<file path="src/verilog/ppm_pkg.sv">
package ppm_pkg;

    // Width of one UART byte, which is also one slot value
    localparam int BYTE_W = 8;

    // UART receiver FSM
    typedef enum logic [1:0] {
        IDLE,
        START,
        DATA,
        STOP
    } rx_state_t;

    // Sorter FSM
    // S_SORT runs one compare-swap pass per cycle
    typedef enum logic {
        S_IDLE,
        S_SORT
    } sort_state_t;

    // Modulator FSM
    // M_SLEEP is the only state in which sleep is high
    typedef enum logic {
        M_SLEEP,
        M_SEND
    } mod_state_t;

endpackage

</file>
<file path="src/verilog/uart_rx.sv">
module uart_rx
    import ppm_pkg::*;
#(
    parameter int CLKS_PER_BIT = 16
) (
    input  logic              clk_carrier,
    input  logic              rst_n,
    input  logic              rx,
    output logic [BYTE_W-1:0] byte_data,
    output logic              byte_valid
);

    localparam int CNT_W = $clog2(CLKS_PER_BIT);
    localparam int BIT_W = $clog2(BYTE_W);

    // Start bit is checked half a bit in, all others one full bit apart
    localparam logic [CNT_W-1:0] HALF_BIT = CNT_W'(CLKS_PER_BIT / 2 - 1);
    localparam logic [CNT_W-1:0] FULL_BIT = CNT_W'(CLKS_PER_BIT - 1);
    localparam logic [BIT_W-1:0] LAST_BIT = BIT_W'(BYTE_W - 1);

    rx_state_t         state;
    logic [CNT_W-1:0]  cnt;
    logic [BIT_W-1:0]  bit_idx;
    logic [BYTE_W-1:0] shift;
    logic              sample;

    // Middle of a data bit
    assign sample = (state == DATA) && (cnt == FULL_BIT);

    always_ff @(posedge clk_carrier) begin
        if (!rst_n) begin
            state      <= IDLE;
            cnt        <= '0;
            bit_idx    <= '0;
            byte_valid <= 1'b0;
        end else begin
            byte_valid <= 1'b0;
            case (state)
                IDLE: begin
                    cnt     <= '0;
                    bit_idx <= '0;
                    if (!rx) begin
                        state <= START;
                    end
                end
                START: begin
                    if (cnt == HALF_BIT) begin
                        cnt <= '0;
                        // Glitch on the line, not a real start bit
                        state <= rx ? IDLE : DATA;
                    end else begin
                        cnt <= cnt + 1'b1;
                    end
                end
                DATA: begin
                    if (cnt == FULL_BIT) begin
                        cnt     <= '0;
                        bit_idx <= bit_idx + 1'b1;
                        if (bit_idx == LAST_BIT) begin
                            state <= STOP;
                        end
                    end else begin
                        cnt <= cnt + 1'b1;
                    end
                end
                STOP: begin
                    if (cnt == FULL_BIT) begin
                        state <= IDLE;
                        // Low stop bit means a framing error, byte is dropped
                        byte_valid <= rx;
                    end else begin
                        cnt <= cnt + 1'b1;
                    end
                end
                default: state <= IDLE;
            endcase
        end
    end

    // LSB first, so new bits enter at the top
    always_ff @(posedge clk_carrier) begin
        if (sample) begin
            shift <= {rx, shift[BYTE_W-1:1]};
        end
    end

    assign byte_data = shift;

endmodule

</file>
<file path="src/verilog/payload_collector.sv">
module payload_collector
    import ppm_pkg::*;
#(
    parameter int PAYLOAD_BYTES = 4
) (
    input  logic                            clk_carrier,
    input  logic                            rst_n,
    input  logic [BYTE_W-1:0]               byte_data,
    input  logic                            byte_valid,
    output logic [PAYLOAD_BYTES*BYTE_W-1:0] payload,
    output logic                            payload_valid
);

    localparam int PW    = PAYLOAD_BYTES * BYTE_W;
    localparam int CNT_W = $clog2(PAYLOAD_BYTES + 1);

    localparam logic [CNT_W-1:0] LAST = CNT_W'(PAYLOAD_BYTES - 1);

    logic [CNT_W-1:0] count;

    always_ff @(posedge clk_carrier) begin
        if (!rst_n) begin
            count         <= '0;
            payload_valid <= 1'b0;
        end else begin
            payload_valid <= 1'b0;
            if (byte_valid) begin
                if (count == LAST) begin
                    // Payload complete, start the next one
                    count         <= '0;
                    payload_valid <= 1'b1;
                end else begin
                    count <= count + 1'b1;
                end
            end
        end
    end

    // Shift right so the first byte ends up in the lowest position
    always_ff @(posedge clk_carrier) begin
        if (byte_valid) begin
            payload <= {byte_data, payload[PW-1:BYTE_W]};
        end
    end

endmodule

</file>
<file path="src/verilog/pulse_sorter.sv">
module pulse_sorter
    import ppm_pkg::*;
#(
    parameter int PAYLOAD_BYTES = 4
) (
    input  logic                            clk_carrier,
    input  logic                            rst_n,
    input  logic [PAYLOAD_BYTES*BYTE_W-1:0] payload,
    input  logic                            payload_valid,
    input  logic                            sleep,
    output logic [PAYLOAD_BYTES*BYTE_W-1:0] sorted,
    output logic                            sorted_valid
);

    localparam int CNT_W = $clog2(PAYLOAD_BYTES + 1);

    // N passes are enough for N values
    localparam logic [CNT_W-1:0] LAST_PASS = CNT_W'(PAYLOAD_BYTES - 1);

    sort_state_t state;
    logic [CNT_W-1:0] pass;
    logic [PAYLOAD_BYTES-1:0][BYTE_W-1:0] arr;
    logic [PAYLOAD_BYTES-1:0][BYTE_W-1:0] arr_next;
    logic accept;

    // Busy sorter or running frame drops the payload
    assign accept = payload_valid && (state == S_IDLE) && sleep;

    // One transposition pass, even pairs on even passes, odd pairs on odd
    always_comb begin
        arr_next = arr;
        for (int i = 0; i + 1 < PAYLOAD_BYTES; i++) begin
            if ((i % 2) == int'(pass[0]) && arr[i] > arr[i+1]) begin
                arr_next[i]   = arr[i+1];
                arr_next[i+1] = arr[i];
            end
        end
    end

    always_ff @(posedge clk_carrier) begin
        if (!rst_n) begin
            state        <= S_IDLE;
            pass         <= '0;
            sorted_valid <= 1'b0;
        end else begin
            sorted_valid <= 1'b0;
            case (state)
                S_IDLE: begin
                    if (accept) begin
                        state <= S_SORT;
                        pass  <= '0;
                    end
                end
                S_SORT: begin
                    if (pass == LAST_PASS) begin
                        state        <= S_IDLE;
                        sorted_valid <= 1'b1;
                    end else begin
                        pass <= pass + 1'b1;
                    end
                end
                default: state <= S_IDLE;
            endcase
        end
    end

    always_ff @(posedge clk_carrier) begin
        if (accept) begin
            arr <= payload;
        end else if (state == S_SORT) begin
            arr <= arr_next;
        end
    end

    // Smallest value sits in the lowest byte
    assign sorted = arr;

endmodule

</file>
<file path="src/verilog/ppm_modulator.sv">
module ppm_modulator
    import ppm_pkg::*;
#(
    parameter int PAYLOAD_BYTES = 4,
    parameter int SLOT_CYCLES   = 2
) (
    input  logic                            clk_carrier,
    input  logic                            rst_n,
    input  logic [PAYLOAD_BYTES*BYTE_W-1:0] sorted,
    input  logic                            sorted_valid,
    output logic                            wave,
    output logic                            sleep
);

    localparam int PTR_W = $clog2(PAYLOAD_BYTES + 1);
    localparam int IDX_W = $clog2(PAYLOAD_BYTES);
    localparam int CYC_W = (SLOT_CYCLES > 1) ? $clog2(SLOT_CYCLES) : 1;

    localparam logic [CYC_W-1:0]  CYC_LAST  = CYC_W'(SLOT_CYCLES - 1);
    localparam logic [PTR_W-1:0]  PTR_END   = PTR_W'(PAYLOAD_BYTES);
    localparam logic [BYTE_W-1:0] SLOT_LAST = '1;

    mod_state_t state;
    logic [PAYLOAD_BYTES-1:0][BYTE_W-1:0] sorted_arr;
    logic [PAYLOAD_BYTES-1:0][BYTE_W-1:0] vals;
    logic [PAYLOAD_BYTES-1:0][PTR_W-1:0]  nxt_d;
    logic [PAYLOAD_BYTES-1:0][PTR_W-1:0]  nxt;
    logic [PTR_W-1:0]  ptr;
    logic [BYTE_W-1:0] slot;
    logic [CYC_W-1:0]  cyc;
    logic              pending;
    logic              hit;
    logic              slot_end;
    logic              start;

    assign sorted_arr = sorted;

    // Index of the next different value, so duplicates cost one jump
    always_comb begin
        for (int i = 0; i < PAYLOAD_BYTES; i++) begin
            nxt_d[i] = PTR_END;
            for (int j = PAYLOAD_BYTES - 1; j > i; j--) begin
                if (sorted_arr[j] != sorted_arr[i]) begin
                    nxt_d[i] = PTR_W'(j);
                end
            end
        end
    end

    assign start    = (state == M_SLEEP) && sorted_valid;
    assign pending  = (ptr != PTR_END);
    // List is ascending, so only the value under the pointer can match
    assign hit      = pending && (vals[ptr[IDX_W-1:0]] == slot);
    assign slot_end = (cyc == CYC_LAST);

    assign sleep = (state == M_SLEEP);
    assign wave  = (state == M_SEND) && hit;

    always_ff @(posedge clk_carrier) begin
        if (!rst_n) begin
            state <= M_SLEEP;
            slot  <= '0;
            cyc   <= '0;
            ptr   <= '0;
        end else begin
            case (state)
                M_SLEEP: begin
                    if (sorted_valid) begin
                        state <= M_SEND;
                        slot  <= '0;
                        cyc   <= '0;
                        ptr   <= '0;
                    end
                end
                M_SEND: begin
                    if (slot_end) begin
                        cyc  <= '0;
                        slot <= slot + 1'b1;
                        if (hit) begin
                            ptr <= nxt[ptr[IDX_W-1:0]];
                        end
                        // Frame over after slot 255
                        if (slot == SLOT_LAST) begin
                            state <= M_SLEEP;
                        end
                    end else begin
                        cyc <= cyc + 1'b1;
                    end
                end
                default: state <= M_SLEEP;
            endcase
        end
    end

    always_ff @(posedge clk_carrier) begin
        if (start) begin
            vals <= sorted;
            nxt  <= nxt_d;
        end
    end

endmodule

</file>
<file path="src/verilog/transmitter.sv">
module transmitter
    import ppm_pkg::*;
#(
    parameter int CLKS_PER_BIT  = 16,
    parameter int PAYLOAD_BYTES = 4,
    parameter int SLOT_CYCLES   = 2
) (
    input  logic clk_carrier,
    input  logic rst_n,
    input  logic uart_rxd,
    output logic wave,
    output logic sleep
);

    logic [BYTE_W-1:0]               byte_data;
    logic                            byte_valid;
    logic [PAYLOAD_BYTES*BYTE_W-1:0] payload;
    logic                            payload_valid;
    logic [PAYLOAD_BYTES*BYTE_W-1:0] sorted;
    logic                            sorted_valid;

    uart_rx #(
        .CLKS_PER_BIT(CLKS_PER_BIT)
    ) u_rx (
        .clk_carrier(clk_carrier),
        .rst_n      (rst_n),
        .rx         (uart_rxd),
        .byte_data  (byte_data),
        .byte_valid (byte_valid)
    );

    payload_collector #(
        .PAYLOAD_BYTES(PAYLOAD_BYTES)
    ) u_collector (
        .clk_carrier  (clk_carrier),
        .rst_n        (rst_n),
        .byte_data    (byte_data),
        .byte_valid   (byte_valid),
        .payload      (payload),
        .payload_valid(payload_valid)
    );

    // Sleep feeds back so a payload during a frame is dropped
    pulse_sorter #(
        .PAYLOAD_BYTES(PAYLOAD_BYTES)
    ) u_sorter (
        .clk_carrier  (clk_carrier),
        .rst_n        (rst_n),
        .payload      (payload),
        .payload_valid(payload_valid),
        .sleep        (sleep),
        .sorted       (sorted),
        .sorted_valid (sorted_valid)
    );

    ppm_modulator #(
        .PAYLOAD_BYTES(PAYLOAD_BYTES),
        .SLOT_CYCLES  (SLOT_CYCLES)
    ) u_modulator (
        .clk_carrier (clk_carrier),
        .rst_n       (rst_n),
        .sorted      (sorted),
        .sorted_valid(sorted_valid),
        .wave        (wave),
        .sleep       (sleep)
    );

endmodule

</file>
<file path="config.mk">
export PLATFORM = sky130hd
export DESIGN_NAME = transmitter
export DESIGN_NICKNAME = d
export VERILOG_FILES = /design/src/verilog/ppm_pkg.sv /design/src/verilog/uart_rx.sv /design/src/verilog/payload_collector.sv /design/src/verilog/pulse_sorter.sv /design/src/verilog/ppm_modulator.sv /design/src/verilog/transmitter.sv
export SDC_FILE = /design/constraint.sdc
export NUM_CORES = 1
export LEC_CHECK = 0
export ABC_AREA = 1
export ABC_CLOCK_PERIOD_IN_PS = 3600
export BUFFER_PORTS_ARGS = -buffer_cell sky130_fd_sc_hd__buf_2
export CORE_MARGIN = 2
export CORE_UTILIZATION = 60
export CTS_BUF_LIST = sky130_fd_sc_hd__clkbuf_8
export DETAILED_ROUTE_END_ITERATION = 7
export MAX_ROUTING_LAYER = met4
export PLACE_DENSITY_LB_ADDON = 0.05
export REMOVE_ABC_BUFFERS = 1
export SLEW_MARGIN = 10
export SYNTH_ARGS = -nofsm -noshare
export SYNTH_HDL_FRONTEND = slang
export SYNTH_SLANG_ARGS = --single-unit
export TNS_END_PERCENT = 100
</file>
<file path="constraint.sdc">
create_clock -name clk_carrier -period 3.6 [get_ports clk_carrier]
set_input_delay 0.72 -clock clk_carrier [delete_from_list [all_inputs] [get_ports clk_carrier]]
set_output_delay 0.72 -clock clk_carrier [all_outputs]
set_load 0.02 [all_outputs]
</file>
# ---- Word level (Yosys, flattened, before mapping)
# Index checks and enable logic that the tools add are counted.
dict set report word_totals {
  register_bits 145
  latchBits 0
  mem_bits_rw 0
  rom_bits 0
  input_bits 3
  out_inout_bits 2
  word_cells 146
  n_memories 0
}
dict set report classes {
  n_addsub 6
  mul 0
  n_div 0
  n_lt_le_gt_ge 4
  n_eq_ne 28
  n_shift 0
  mux 49
  n_bitwise 3
  reduce_logical 29
}
# operator count
set op_table {}
lappend op_table {{2-to-1 mux 32 bit} 2}
lappend op_table {{2-to-1 mux 16 bit} 3}
lappend op_table {{!= test 8 bit} 6}
lappend op_table {{2-to-1 mux 3 bit} 11}
lappend op_table {{> comparator 8 bit} 3}
lappend op_table {{2-to-1 mux 8 bit} 3}
lappend op_table {{case mux 3 bit (2 select lines)} 3}
lappend op_table {{AND reduction 2 bit} 9}
lappend op_table {{binary-select mux 8 bit (select 2 bit)} 1}
lappend op_table {{!= test 2 bit, second input constant} 8}
lappend op_table {{case mux 4 bit (4 select lines)} 1}
lappend op_table {{case mux 8 bit (2 select lines)} 1}
lappend op_table {{2-to-1 mux 2 bit} 7}
lappend op_table {{2-to-1 mux 4 bit} 3}
lappend op_table {{adder 3 x 1 -> 3 bit, second input constant} 3}
lappend op_table {{logical AND 1 bit} 9}
lappend op_table {{2-to-1 mux 1 bit} 9}
lappend op_table {{adder 8 x 1 -> 8 bit, second input constant} 1}
lappend op_table {{equality test 8 bit} 1}
lappend op_table {{equality test 8 bit, second input constant} 1}
lappend op_table {{case mux 2 bit (4 select lines)} 1}
lappend op_table {{nonzero test 2 bit} 4}
lappend op_table {{binary-select mux 3 bit (select 2 bit)} 1}
lappend op_table {{equality test 3 x 2 -> 1 bit, second input constant} 2}
lappend op_table {{other kinds (17)} 26}

# ---- Depth between registers and ports, before layout
# Gate-level depths: netlist of the first run.
dict set report depth {
  word_depth 7
  depth_mapped 14
  mapped_depth_nobuf 13
}

# ---- By module
# A second synthesis of the first run with hierarchy kept.
dict set report unflattened {
  hier_cells 805
  hier_area_um2 7359.6
}
# module instances cells_each area_per_inst_um2 seq_area_each_um2
set modules_own_cells {}
lappend modules_own_cells {ppm_modulator 1 364 2965.3 1461.4}
lappend modules_own_cells {pulse_sorter 1 312 2526.2 1061.0}
lappend modules_own_cells {payload_collector 1 52 1121.1 1041.0}
lappend modules_own_cells {uart_rx 1 77 747.0 440.4}

# ---- Worst setup path before layout of the first run
# OpenSTA, ideal clock, no wires.
dict set report synth_path {
  path_type {register to register}
  startpoint {register u_sorter.arr (netlist bit u_sorter.sorted[25])}
  endpoint {register u_sorter.arr (netlist bit u_sorter.sorted[24]) (enable)}
  setup_time_ps 384
  arrival_ps 2034
  required_ps 3216
  path_slack_ps 1182
  path_stages_with_launch 11
  path_buffers 1
  period_less_slack_ps 2418
  cell_sequence {edfxtp_1 inv_1 ha_1 inv_1 nor2_1 nor2_1 o21a_1 o21ai_0 nand3_1 buf_2 o21ai_0}
}
dict set report synth_between {
  elab_chain_cells 4
}
# item line
set synth_rtl {}
lappend synth_rtl {{from (decl)} pulse_sorter.sv:22} ;# logic [PAYLOAD_BYTES-1:0][BYTE_W-1:0] arr;
lappend synth_rtl {{from (signal assigned)} pulse_sorter.sv:69} ;# arr <= payload;
lappend synth_rtl {{from (signal assigned)} pulse_sorter.sv:71} ;# arr <= arr_next;
lappend synth_rtl {{> comparator 8 bit} pulse_sorter.sv:33} ;# if ((i % 2) == int'(pass[0]) && arr[i] > arr[i+1]) begin
lappend synth_rtl {{logical AND 1 bit} pulse_sorter.sv:33}
lappend synth_rtl {{nonzero test 2 bit (no source line)} --}
lappend synth_rtl {{AND reduction 2 bit (no source line)} --}
# Every way passes these cells.
# A chain may end at the register's enable or synchronous reset.

# ---- Worst setup path in the final report of the first run
dict set report layout_path {
  startpoint {register u_modulator.ptr[1]}
  endpoint {output wave}
}
dict set report layout_between {
  elab_chain_cells 5
  word_cells_on_any_way 6
  cone_classes {eq/ne (2); mux (2); reduce/logical (2)}
}
# item line
set layout_rtl {}
lappend layout_rtl {{from (decl)} ppm_modulator.sv:28} ;# logic [PTR_W-1:0] ptr;
lappend layout_rtl {{from (signal assigned)} ppm_modulator.sv:80} ;# ptr <= nxt[ptr[IDX_W-1:0]];
lappend layout_rtl {{binary-select mux 8 bit (select 2 bit)} ppm_modulator.sv:53} ;# assign hit = pending && (vals[ptr[IDX_W-1:0]] == slot);
lappend layout_rtl {{2-to-1 mux 8 bit (implied by the code)} ppm_modulator.sv:53}
lappend layout_rtl {{equality test 8 bit} ppm_modulator.sv:53}
lappend layout_rtl {{logical AND 1 bit (*)} ppm_modulator.sv:53}
lappend layout_rtl {{logical AND 1 bit (*)} ppm_modulator.sv:57} ;# assign wave = (state == M_SEND) && hit;
lappend layout_rtl {{to (decl)} transmitter.sv:11} ;# output logic wave,
# Mark *: on every way between the ends. The rest lies on a longest branch, timed or not. The select of a mux whose other input is x is not followed.

==> insert_results.sql, run 1 <==
INSERT INTO impl_metrics (metric_group, metric, value, unit) VALUES
('floorplan', 'floorplan.initialDensity', '0.6187', ''),
('grt', 'number_of_global_route_vias_before_repair', '4475', ''),
('critical_path', 'worst-r2r-cell-count', '14', ''),
('placement', 'preCtsSetupSlack', '804.4', 'ps'),
('sta', 'fin_crit', '3083', 'ps'),
('sta', 'maximum_clock_frequency', '324.3', 'MHz'),
('pwr', 'p_leak', '2.912', 'nW'),
('grt', 'grt_remaining_overflow', '0', ''),
('floorplan', 'floorplan.rows', '38', ''),
('pwr', 'worst_vdd_drop', '0.0003401', 'V'),
('clocking', 'clk_transition_reported_paths', '80', 'ps'),
('grt', 'groute.usage.overall', '0.2643', ''),
('logic_synthesis', 'synth_enable_flop_cells', '112', ''),
('logic_synthesis', 'synth_area', '6736', 'um^2'),
('clocking', 'post_cts.resized_instances', '0', ''),
('floorplan', 'die_y', '110.0', 'um'),
('clocking', 'htree_num_levels', '4', ''),
('clocking', 'numClockSinks', '144', ''),
('final_layout', 'n_antenna_cell', '0', ''),
('grt', 'grt_pass1_wl', '22470', 'um'),
('critical_path', 'ff2ff_setup_slack', '790', 'ps'),
('sta', 'hold_violations', '0', ''),
('clocking', 'cts_root_buffer', 'sky130_fd_sc_hd__clkbuf_8', ''),
('sta', 'fin_worst_skew', '11.41', 'ps'),
('sta', 'final.hold.worst_slack', '433.1', 'ps'),
('clocking', 'cts_tree', 'yes', ''),
('critical_path', 'timing.critical_path.required', '2880', 'ps'),
('critical_path', 'critical_path.endpoint_type', 'primary output', ''),
('logic_synthesis', 'synthArstFlopShare', '0', ''),
('clocking', 'hold_buffers', '0', ''),
('critical_path', 'timing.critical_path.cells', 'inv_2 > nand3_1 > nand2_1 > nand2_1 > nand2_1 > nor2_1 > nand2_1 > nor2_4 > nand2_1 > nor2_1 > buf_2', ''),
('logic_synthesis', 'synthesis.instances', '685', ''),
('final_layout', 'final_util', '0.6748', ''),
('min_path', 'timing.hold.worst.class', 'reg -> reg', ''),
('sta', 'finalSetupTns', '0', 'ps'),
('final_layout', 'sequential_cell_area', '4004', 'um^2'),
('critical_path', 'worst_ep_arrival_time', '2360', 'ps'),
('routing', 'route.met3.wl', '708', 'um'),
('logic_synthesis', 'yosysUniqueCellTypes', '35', ''),
('routing', 'via_per_inst', '5.676', ''),
('min_path', 'hold_critical_path_depth', '0', ''),
('run_status', 'result_of_the_run', 'completed', ''),
('grt', 'grt_start_max_net_pins', '53', ''),
('sta', 'slew_viol_final', '0', ''),
('min_path', 'min_to', 'u_collector.payload[24]', ''),
('min_path', 'hold_path_startpoint', 'u_rx.byte_data[0]', ''),
('routing', 'route.final.wire_length', '14510', 'um'),
('run', 'maxCapViolations', '0', ''),
('clocking', 'cts-buffers-inserted', '17', ''),
('critical_path', 'worst_path_most_repeated_cell', 'sky130_fd_sc_hd__nand2_1', ''),
('logic_synthesis', 'ys.warnings.count', '0', ''),
('routing', 'route.detailed.wl_per_inst', '17.03', 'um'),
('critical_path', 'worst_r2r_startpoint', 'u_sorter.sorted[22]', ''),
('floorplan', 'design.portCount', '5', ''),
('routing', 'first_iter_violations', '485', ''),
('routing', 'drt_pass1_iterations', '5', ''),
('routing', 'met1_length', '6437', 'um'),
('floorplan', 'die_area', '12090', 'um^2'),
('sta', 'max-slew-margin-rel', '0.4063', ''),
('routing', 'highest-signal-layer', 'met4', ''),
('logic_synthesis', 'ys_ff_latch', '144', ''),
('critical_path', 'setup.worst_path.start_class', 'flop', ''),
('critical_path', 'critPathKind', 'reg -> out', ''),
('sta', 'worstMarginPinSlew', '886.6', 'ps'),
('final_layout', 'syn_to_final_growth', '9.064', '%'),
('final_layout', 'footprint_of_the_multi_input_gates', '2318', 'um^2'),
('final_layout', 'nets', '733', ''),
('sta', 'timing.final.crit_share', '0.8565', ''),
('routing', 'ant_nets', '0', ''),
('final_layout', 'nFillCells', '859', ''),
('floorplan', 'die_w', '110.0', 'um');
[state kept, by name, summed over array words and instances, names as in the netlist, 4 cells and up, named ones only]
| signal | cells |
|---|---|
| u_collector.payload | 32 |
| u_modulator.nxt | 8 |
| u_modulator.slot | 8 |
| u_modulator.vals | 32 |
| u_rx.byte_data | 8 |
| u_rx.cnt | 4 |
| u_sorter.sorted | 32 |
[worst register-to-register path, cell delays in order, from the launching register on]
cell and delay (ps):
sky130_fd_sc_hd__edfxtp_1 460, sky130_fd_sc_hd__inv_1 120, sky130_fd_sc_hd__ha_1 290, sky130_fd_sc_hd__nand2_1 40
sky130_fd_sc_hd__inv_1 70, sky130_fd_sc_hd__nand3_1 80, sky130_fd_sc_hd__inv_1 90, sky130_fd_sc_hd__nand4_1 150
sky130_fd_sc_hd__inv_1 110, sky130_fd_sc_hd__nor2_1 50, sky130_fd_sc_hd__nand2_1 60, sky130_fd_sc_hd__buf_4 240
sky130_fd_sc_hd__inv_1 130, sky130_fd_sc_hd__o21ai_0 130, sky130_fd_sc_hd__o211ai_1 410
[worst max-delay path by stage]
stage	from	to	slack [ps]	cells after the start
3_5_place_dp	u_sorter.sorted[22]	u_sorter.sorted[14]	800	14
6_report	u_modulator.ptr[1]	wave	520	11
3_3_place_gp	u_sorter.sorted[23]	u_sorter.sorted[15]	810	14
5_1_grt	u_modulator.ptr[1]	wave	310	11
4_1_cts	u_modulator.ptr[1]	wave	490	11
2_1_floorplan	u_modulator.ptr[0]	wave	1080	10
[cell usage after synthesis (2+ instances only)]
cell | instances | share of area
sky130_fd_sc_hd__nor3_1 | 9 | 0.0067
sky130_fd_sc_hd__nor3b_1 | 3 | 0.0033
sky130_fd_sc_hd__xnor2_1 | 4 | 0.0052
sky130_fd_sc_hd__a21oi_1 | 30 | 0.022
sky130_fd_sc_hd__o2111ai_1 | 2 | 0.0026
sky130_fd_sc_hd__a211oi_1 | 4 | 0.0045
sky130_fd_sc_hd__buf_2 | 7 | 0.0052
sky130_fd_sc_hd__edfxtp_1 | 112 | 0.50
sky130_fd_sc_hd__ha_1 | 31 | 0.058
sky130_fd_sc_hd__clkbuf_1 | 5 | 0.0028
sky130_fd_sc_hd__o31ai_1 | 9 | 0.010
sky130_fd_sc_hd__nand3_1 | 49 | 0.036
sky130_fd_sc_hd__xor2_1 | 8 | 0.010
sky130_fd_sc_hd__inv_2 | 4 | 0.0022
sky130_fd_sc_hd__nand2_1 | 168 | 0.094
sky130_fd_sc_hd__o211ai_1 | 9 | 0.010
sky130_fd_sc_hd__o22ai_1 | 2 | 0.0019
sky130_fd_sc_hd__dfxtp_1 | 32 | 0.095
sky130_fd_sc_hd__or2_2 | 2 | 0.0019
sky130_fd_sc_hd__buf_4 | 3 | 0.0033
sky130_fd_sc_hd__o21ai_0 | 34 | 0.025
sky130_fd_sc_hd__inv_1 | 81 | 0.045
sky130_fd_sc_hd__nor2_1 | 49 | 0.027
sky130_fd_sc_hd__nor4_1 | 3 | 0.0028
sky130_fd_sc_hd__nand4_1 | 15 | 0.014
[stage by stage]
step	cell area, um^2	instances	power, mW
CTS	7347	852	3.243
global route	7347	852	3.299
detailed placement	6900	820	1.835
finish	7347	852	3.223
global placement	6900	820	1.834
floorplan	6645	668	1.826
[area by class of cell]
class | instances | share of cell area
Inverter | 86 | 0.04394
Clock inverter | 13 | 0.02520
Sequential cell | 144 | 0.5450
Tap cell | 140 | 0.02384
Multi-Input combinational cell | 438 | 0.3156
Clock buffer | 19 | 0.03559
Timing Repair Buffer | 12 | 0.01090
[cells by family (layout without fill, tap and decap cells)]
group                    Yosys count  after routing  synth area share
buffers and inverters            103            130           0.06148
XOR/XNOR                          12             12           0.01560
flip-flops                       144            144            0.5944
AO/OA/AOI/OAI                     94             94           0.08117
adder cells (fa/ha/maj)           31             31           0.05758
AND/OR/NAND/NOR                  301            301            0.1898
[metal layers]
layer | up-vias | track usage
li1 | 2376 | -
met3 | 28 | 0.05572
met4 | 0 | 0.1212
met2 | 134 | 0.4154
met1 | 2298 | 0.3298
met5 | - | -
[cell usage in the layout (no fill, tap or decap), types with 3 or more instances in the layout]
cell type                   netlist  layout
sky130_fd_sc_hd__nand2_1        168     168
sky130_fd_sc_hd__edfxtp_1       112     112
sky130_fd_sc_hd__inv_1           81      82
sky130_fd_sc_hd__nand3_1         49      49
sky130_fd_sc_hd__nor2_1          49      49
sky130_fd_sc_hd__o21ai_0         34      34
sky130_fd_sc_hd__dfxtp_1         32      32
sky130_fd_sc_hd__ha_1            31      31
sky130_fd_sc_hd__a21oi_1         30      30
sky130_fd_sc_hd__clkbuf_8         0      19
sky130_fd_sc_hd__nand4_1         15      15
sky130_fd_sc_hd__o31ai_1          9       9
sky130_fd_sc_hd__o211ai_1         9       9
sky130_fd_sc_hd__nor3_1           9       9
sky130_fd_sc_hd__xor2_1           8       8
sky130_fd_sc_hd__buf_4            3       8
sky130_fd_sc_hd__inv_2            4       4
sky130_fd_sc_hd__a211oi_1         4       4
sky130_fd_sc_hd__xnor2_1          4       4
sky130_fd_sc_hd__bufinv_16        0       4
sky130_fd_sc_hd__buf_2            7       4
sky130_fd_sc_hd__nor4_1           3       3
sky130_fd_sc_hd__nor3b_1          3       3
sky130_fd_sc_hd__clkinv_4         0       3
[power breakdown]
group	switching (mW)	leakage [nW]	internal [mW]
logic	0.0177	1.43	0.00838
clock network	0.633	0.224	0.793
registers	0.00393	1.26	1.77
(Power assumes the default switching activity.)
==> run 2: changes to the inputs <==
- CTS_CLUSTER_DIAMETER: not set -> 120
- MAX_ROUTING_LAYER: met4 -> not set
==> insert_results.sql, run 2 (synthesis gave the netlist of run 1 again) <==
INSERT INTO impl_metrics (metric_group, metric, value, unit) VALUES
('run_status', 'result_of_the_run', 'completed', ''),
('sta', 'fin_crit', '3077', 'ps'),
('pwr', 'power.switching_fraction', '0.1993', ''),
('floorplan', 'die_y', '110.0', 'um'),
('floorplan', 'die_w', '110.0', 'um'),
('grt', 'groute.usage.overall', '0.2552', ''),
('clocking', 'ctsLongestPathBuffers', '2', ''),
('sta', 'timing.final.ws_setup', '523.4', 'ps'),
('routing', 'detail_route.drc_violations', '0', ''),
('grt', 'grt_start_max_net_pins', '53', ''),
('critical_path', 'setup.worst_path.start_class', 'flop', ''),
('sta', 'max-slew-margin-rel', '0.4565', ''),
('sta', 'rsz0062_at_grt', 'false', ''),
('clocking', 'hold_buffers', '0', ''),
('routing', 'vias', '4784', ''),
('placement', 'preCtsSetupSlack', '792.7', 'ps'),
('critical_path', 'cp_max_fo', '12', ''),
('clocking', 'numClockSinks', '144', ''),
('critical_path', 'critical_path.endpoint_type', 'primary output', ''),
('sta', 'timing.final.crit_share', '0.8546', ''),
('sta', 'setup-violations-final', '0', ''),
('pwr', 'power.density_cell_area', '407.1', 'nW/um^2'),
('pwr', 'internal_power', '2.361', 'mW'),
('sta', 'hold_violations', '0', ''),
('sta', 'finalSetupTns', '0', 'ps'),
('final_layout', 'n_antenna_cell', '0', ''),
('placement', 'port_buffers', '4', ''),
('final_layout', 'layout_commonest_cell', 'sky130_fd_sc_hd__nand2_1', ''),
('grt', 'grt_use_met2', '0.4049', ''),
('critical_path', 'critPathKind', 'reg -> out', ''),
('clocking', 'post_cts.resized_instances', '0', ''),
('critical_path', 'worst_ep_arrival_time', '2360', 'ps'),
('final_layout', 'final_cell_mix', '168 x sky130_fd_sc_hd__nand2_1, 112 x sky130_fd_sc_hd__edfxtp_1, 84 x sky130_fd_sc_hd__inv_1', ''),
('sta', 'maximum_clock_frequency', '325.0', 'MHz'),
('pwr', 'p_clk_frac', '0.390', ''),
('clocking', 'clk_transition_reported_paths', '70', 'ps'),
('clocking', 'htree_num_levels', '4', ''),
('sta', 'fin_worst_skew', '9.232', 'ps'),
('clocking', 'cts-buffers-inserted', '17', ''),
('critical_path', 'ff2ff_setup_slack', '810', 'ps'),
('clocking', 'cts_post_setup_buffers_inserted', '0', ''),
('final_layout', 'nets', '733', ''),
('floorplan', 'design.portCount', '5', ''),
('placement', 'finalWeightedCongestion', '0.9207', ''),
('final_layout', 'syn_to_final_growth', '7.522', '%'),
('routing', 'first_iter_violations', '454', ''),
('critical_path', 'timing.critical_path.required', '2880', 'ps'),
('pwr', 'net-switching-power', '587.5', 'uW'),
('clocking', 'insertion_delay', '440', 'ps'),
('routing', 'route.detailed.wl_per_inst', '16.93', 'um'),
('min_path', 'timing.hold.worst.class', 'reg -> reg', ''),
('floorplan', 'die_area', '12090', 'um^2'),
('final_layout', 'nFillCells', '885', ''),
('clocking', 'cts_root_buffer', 'sky130_fd_sc_hd__clkbuf_8', ''),
('placement', 'dpl.hpwl', '10470', 'um'),
('clocking', 'cts_tree', 'yes', ''),
('floorplan', 'floorplan.initialDensity', '0.6187', ''),
('floorplan', 'coreArea', '10890', 'um^2'),
('grt', 'globalRouteMet1Util', '0.3357', ''),
('grt', 'grt_remaining_overflow', '0', ''),
('routing', 'ant_nets', '0', ''),
('grt', 'met3_demand_to_capacity_share_in_global_routing', '0.05631', ''),
('routing', 'route.final.wire_length', '14410', 'um'),
('pwr', 'seqPwrFrac', '0.601', ''),
('grt', 'number_of_global_route_vias_before_repair', '4469', ''),
('grt', 'grt_busiest_layer', 'met2', ''),
('grt', 'antenna_found_initial', '0', ''),
('grt', 'grt_pass1_wl', '22440', 'um'),
('sta', 'worstMarginPinSlew', '811.7', 'ps'),
('pwr', 'p_leak', '2.875', 'nW'),
('sta', 'slew_viol_final', '0', ''),
('floorplan', 'floorplan.rows', '38', ''),
('pwr', 'worst_vdd_drop', '0.0003527', 'V'),
('final_layout', 'layout-drive-gt1-share', '0.05767', ''),
('routing', 'via_per_inst', '5.622', ''),
('run', 'maxCapViolations', '0', ''),
('routing', 'drt_pass1_iterations', '5', ''),
('pwr', 'comb_power_share', '0.009', '');
run 2: layout make-up:
class	instances	area (um^2)	share of cell area
Clock buffer	17	234.0	0.03230
Clock inverter	14	108.9	0.01503
Inverter	86	322.8	0.04457
Multi-Input combinational cell	438	2318	0.3201
Sequential cell	144	4004	0.5528
Tap cell	140	175.2	0.02418
Timing Repair Buffer	12	80.08	0.01106
run 2: per-stage QoR:
stage / total power [mW] / util / cell area (um^2) / hold slack [ps] / instances
6_report: 2.948 / 0.6652 / 7243 / 434.6 / 851
5_1_grt: 3.035 / 0.6652 / 7243 / 441.7 / 851
4_1_cts: 2.970 / 0.6652 / 7243 / 438.1 / 851
3_5_place_dp: 1.835 / 0.6338 / 6900 / 425.3 / 820
3_3_place_gp: 1.834 / 0.6338 / 6900 / 411.4 / 820
2_1_floorplan: 1.826 / - / 6645 / 400.3 / 668
run 2: final timing paths:
path / start / endpoint / depth (start not counted)
min reg2reg: u_rx.byte_data[0] / u_collector.payload[24] / 0
max reg2reg: u_sorter.sorted[23] / u_sorter.sorted[13] / 14
min: u_rx.byte_data[0] / u_collector.payload[24] / 0
max: u_modulator.ptr[1] / wave / 11
run 2: routing by layer:
metal	vias to the layer above	wire length, um	part of all wire
met4	0	414	0.029
met2	128	6832	0.47
met5	-	0	0
met3	31	663	0.046
met1	2251	6495	0.45
li1	2374	-	-
run 2: critical path, stage by stage, from the launching register on:
cell and delay (ps):
sky130_fd_sc_hd__dfxtp_1 650, sky130_fd_sc_hd__inv_2 230, sky130_fd_sc_hd__nand3_1 160, sky130_fd_sc_hd__nand2_1 70
sky130_fd_sc_hd__nand2_1 50, sky130_fd_sc_hd__nand2_1 50, sky130_fd_sc_hd__nor2_1 130, sky130_fd_sc_hd__nand2_1 110
sky130_fd_sc_hd__nor2_4 140, sky130_fd_sc_hd__nand2_1 60, sky130_fd_sc_hd__nor2_1 90, sky130_fd_sc_hd__buf_2 170
run 2: power by group through the flow:
stage / clock network (mW) / logic, mW / registers, mW
after floorplan: 0 / 0.0180 / 1.81
after CTS: 1.17 / 0.0257 / 1.77
after detailed placement: 0 / 0.0257 / 1.81
after global routing: 1.23 / 0.0289 / 1.77
after global placement: 0 / 0.0249 / 1.81
final: 1.15 / 0.0258 / 1.77
==> run 3: changes to the inputs <==
- PLACE_DENSITY: not set -> 0.76
- PLACE_DENSITY_LB_ADDON: 0.05 -> not set
==> insert_results.sql, run 3 (synthesis gave the netlist of run 1 again) <==
INSERT INTO impl_metrics (metric_group, metric, value, unit) VALUES
('clocking', 'ctsLongestPathBuffers', '2', ''),
('final_layout', 'final_util', '0.6721', ''),
('sta', 'slew_viol_final', '0', ''),
('floorplan', 'design.portCount', '5', ''),
('final_layout', 'syn_to_final_growth', '8.637', '%'),
('sta', 'max-slew-margin-rel', '0.4476', ''),
('clocking', 'post_cts.resized_instances', '0', ''),
('min_path', 'timing.hold.worst.class', 'reg -> reg', ''),
('placement', 'area_after_dpl', '6900', 'um^2'),
('routing', 'first_iter_violations', '520', ''),
('run_status', 'result_of_the_run', 'completed', ''),
('final_layout', 'nets', '733', ''),
('grt', 'grt_pass1_wl', '22710', 'um'),
('critical_path', 'setup.worst_path.start_class', 'flop', ''),
('pwr', 'power.density_cell_area', '428.0', 'nW/um^2'),
('clocking', 'cts_root_buffer', 'sky130_fd_sc_hd__clkbuf_8', ''),
('sta', 'finalSetupTns', '0', 'ps'),
('grt', 'grt_remaining_overflow', '0', ''),
('clocking', 'clk_transition_reported_paths', '70', 'ps'),
('critical_path', 'critical_path.endpoint_type', 'primary output', ''),
('sta', 'maximum_clock_frequency', '323.8', 'MHz'),
('sta', 'worstMarginPinSlew', '825.0', 'ps'),
('clocking', 'htree_num_levels', '4', ''),
('clocking', 'cts-buffers-inserted', '17', ''),
('clocking', 'cts_tree', 'yes', ''),
('final_layout', 'n_antenna_cell', '0', ''),
('placement', 'finalWeightedCongestion', '0.9296', ''),
('run', 'maxCapViolations', '0', ''),
('critical_path', 'worst_ep_arrival_time', '2370', 'ps'),
('placement', 'dpl.hpwl', '10170', 'um'),
('clocking', 'insertion_delay', '470', 'ps'),
('routing', 'detail_route.drc_violations', '0', ''),
('pwr', 'power', '3.132', 'mW'),
('floorplan', 'floorplan.rows', '38', ''),
('critical_path', 'cp_max_fo', '22', ''),
('pwr', 'p_leak', '2.911', 'nW'),
('final_layout', 'layout_commonest_cell', 'sky130_fd_sc_hd__nand2_1', ''),
('critical_path', 'critPathKind', 'reg -> out', ''),
('sta', 'fin_worst_skew', '18.95', 'ps'),
('routing', 'vias', '4850', ''),
('sta', 'rsz0062_at_grt', 'false', ''),
('routing', 'route.final.wire_length', '14190', 'um'),
('sta', 'fin_crit', '3088', 'ps'),
('final_layout', 'layout-drive-gt1-share', '0.06742', ''),
('grt', 'antenna_found_initial', '0', ''),
('clocking', 'hold_buffers', '0', ''),
('sta', 'setup-violations-final', '0', ''),
('floorplan', 'coreArea', '10890', 'um^2'),
('routing', 'via_per_inst', '5.692', ''),
('routing', 'drt_pass1_iterations', '5', ''),
('sta', 'timing.final.crit_share', '0.8578', ''),
('grt', 'number_of_global_route_vias_before_repair', '4504', ''),
('floorplan', 'die_area', '12090', 'um^2'),
('routing', 'route.detailed.wl_per_inst', '16.65', 'um'),
('grt', 'grt_start_max_net_pins', '53', ''),
('grt', 'groute.usage.overall', '0.2572', ''),
('clocking', 'cts_post_setup_buffers_inserted', '0', ''),
('floorplan', 'floorplan.initialDensity', '0.6187', ''),
('final_layout', 'finalInstanceArea', '7318', 'um^2'),
('sta', 'hold_violations', '0', ''),
('clocking', 'numClockSinks', '144', ''),
('floorplan', 'die_y', '110.0', 'um'),
('pwr', 'worst_vdd_drop', '0.0003242', 'V'),
('routing', 'ant_nets', '0', ''),
('final_layout', 'final_cell_mix', '168 x sky130_fd_sc_hd__nand2_1, 112 x sky130_fd_sc_hd__edfxtp_1, 84 x sky130_fd_sc_hd__inv_1', ''),
('critical_path', 'timing.critical_path.required', '2880', 'ps'),
('floorplan', 'die_w', '110.0', 'um'),
('placement', 'port_buffers', '4', '');
[run 3: worst paths after layout]
path	cells past startpoint	start	slack, ps	end
worst max-delay path	13	u_modulator.ptr[0]	510	wave
worst min register to register	0	u_rx.byte_data[0]	430	u_collector.payload[24]
worst min-delay path	0	u_rx.byte_data[0]	430	u_collector.payload[24]
worst max register to register	14	u_sorter.sorted[22]	740	u_sorter.sorted[14]
[run 3: final cells by class]
class	count	area, um^2
sequential	144	4004
fill	818	3570
multi-input combinational	438	2318
inverter	86	322.8
clock buffer	20	275.3
tap	140	175.2
clock inverter	12	142.6
timing repair buffer	12	80.08
[run 3: metrics by stage]
stage               hold WS, ps  worst slack [ps]  instances
CTS                       407.9             493.8        852
global route              419.1             224.3        852
floorplan                 400.3              1082        668
global placement          410.1             800.5        820
finish                    432.0             512.1        852
detailed placement        425.3             783.5        820
[run 3: power by group]
group / switching, mW / leakage [nW] / internal, mW / total (mW)
logic: 0.0180 / 1.43 / 0.00838 / 0.0264
clock network: 0.600 / 0.223 / 0.733 / 1.33
registers: 0.00400 / 1.26 / 1.77 / 1.77
[run 3: worst max-delay path, cell delays in order, from the launching register on]
cell and delay, ps:
sky130_fd_sc_hd__dfxtp_1 300, sky130_fd_sc_hd__buf_4 210, sky130_fd_sc_hd__inv_2 310, sky130_fd_sc_hd__nand2_1 100, sky130_fd_sc_hd__nand3_1 150, sky130_fd_sc_hd__nand2_1 80
sky130_fd_sc_hd__nand2_1 60, sky130_fd_sc_hd__nand2_1 50, sky130_fd_sc_hd__nor2_1 90, sky130_fd_sc_hd__nand2_1 100, sky130_fd_sc_hd__nor2_4 130, sky130_fd_sc_hd__nand2_1 70
sky130_fd_sc_hd__nor2_1 90, sky130_fd_sc_hd__buf_2 160
[run 3: metal layers]
layer  part of all wire  GRT usage  wire (um)  vias to the layer above
met5                  0          0          0                        -
met3              0.053    0.06876        752                       29
met4              0.026     0.1085        373                        0
met2               0.48     0.3979       6815                      145
li1                   -          -          -                     2372
met1               0.44     0.3440       6248                     2304
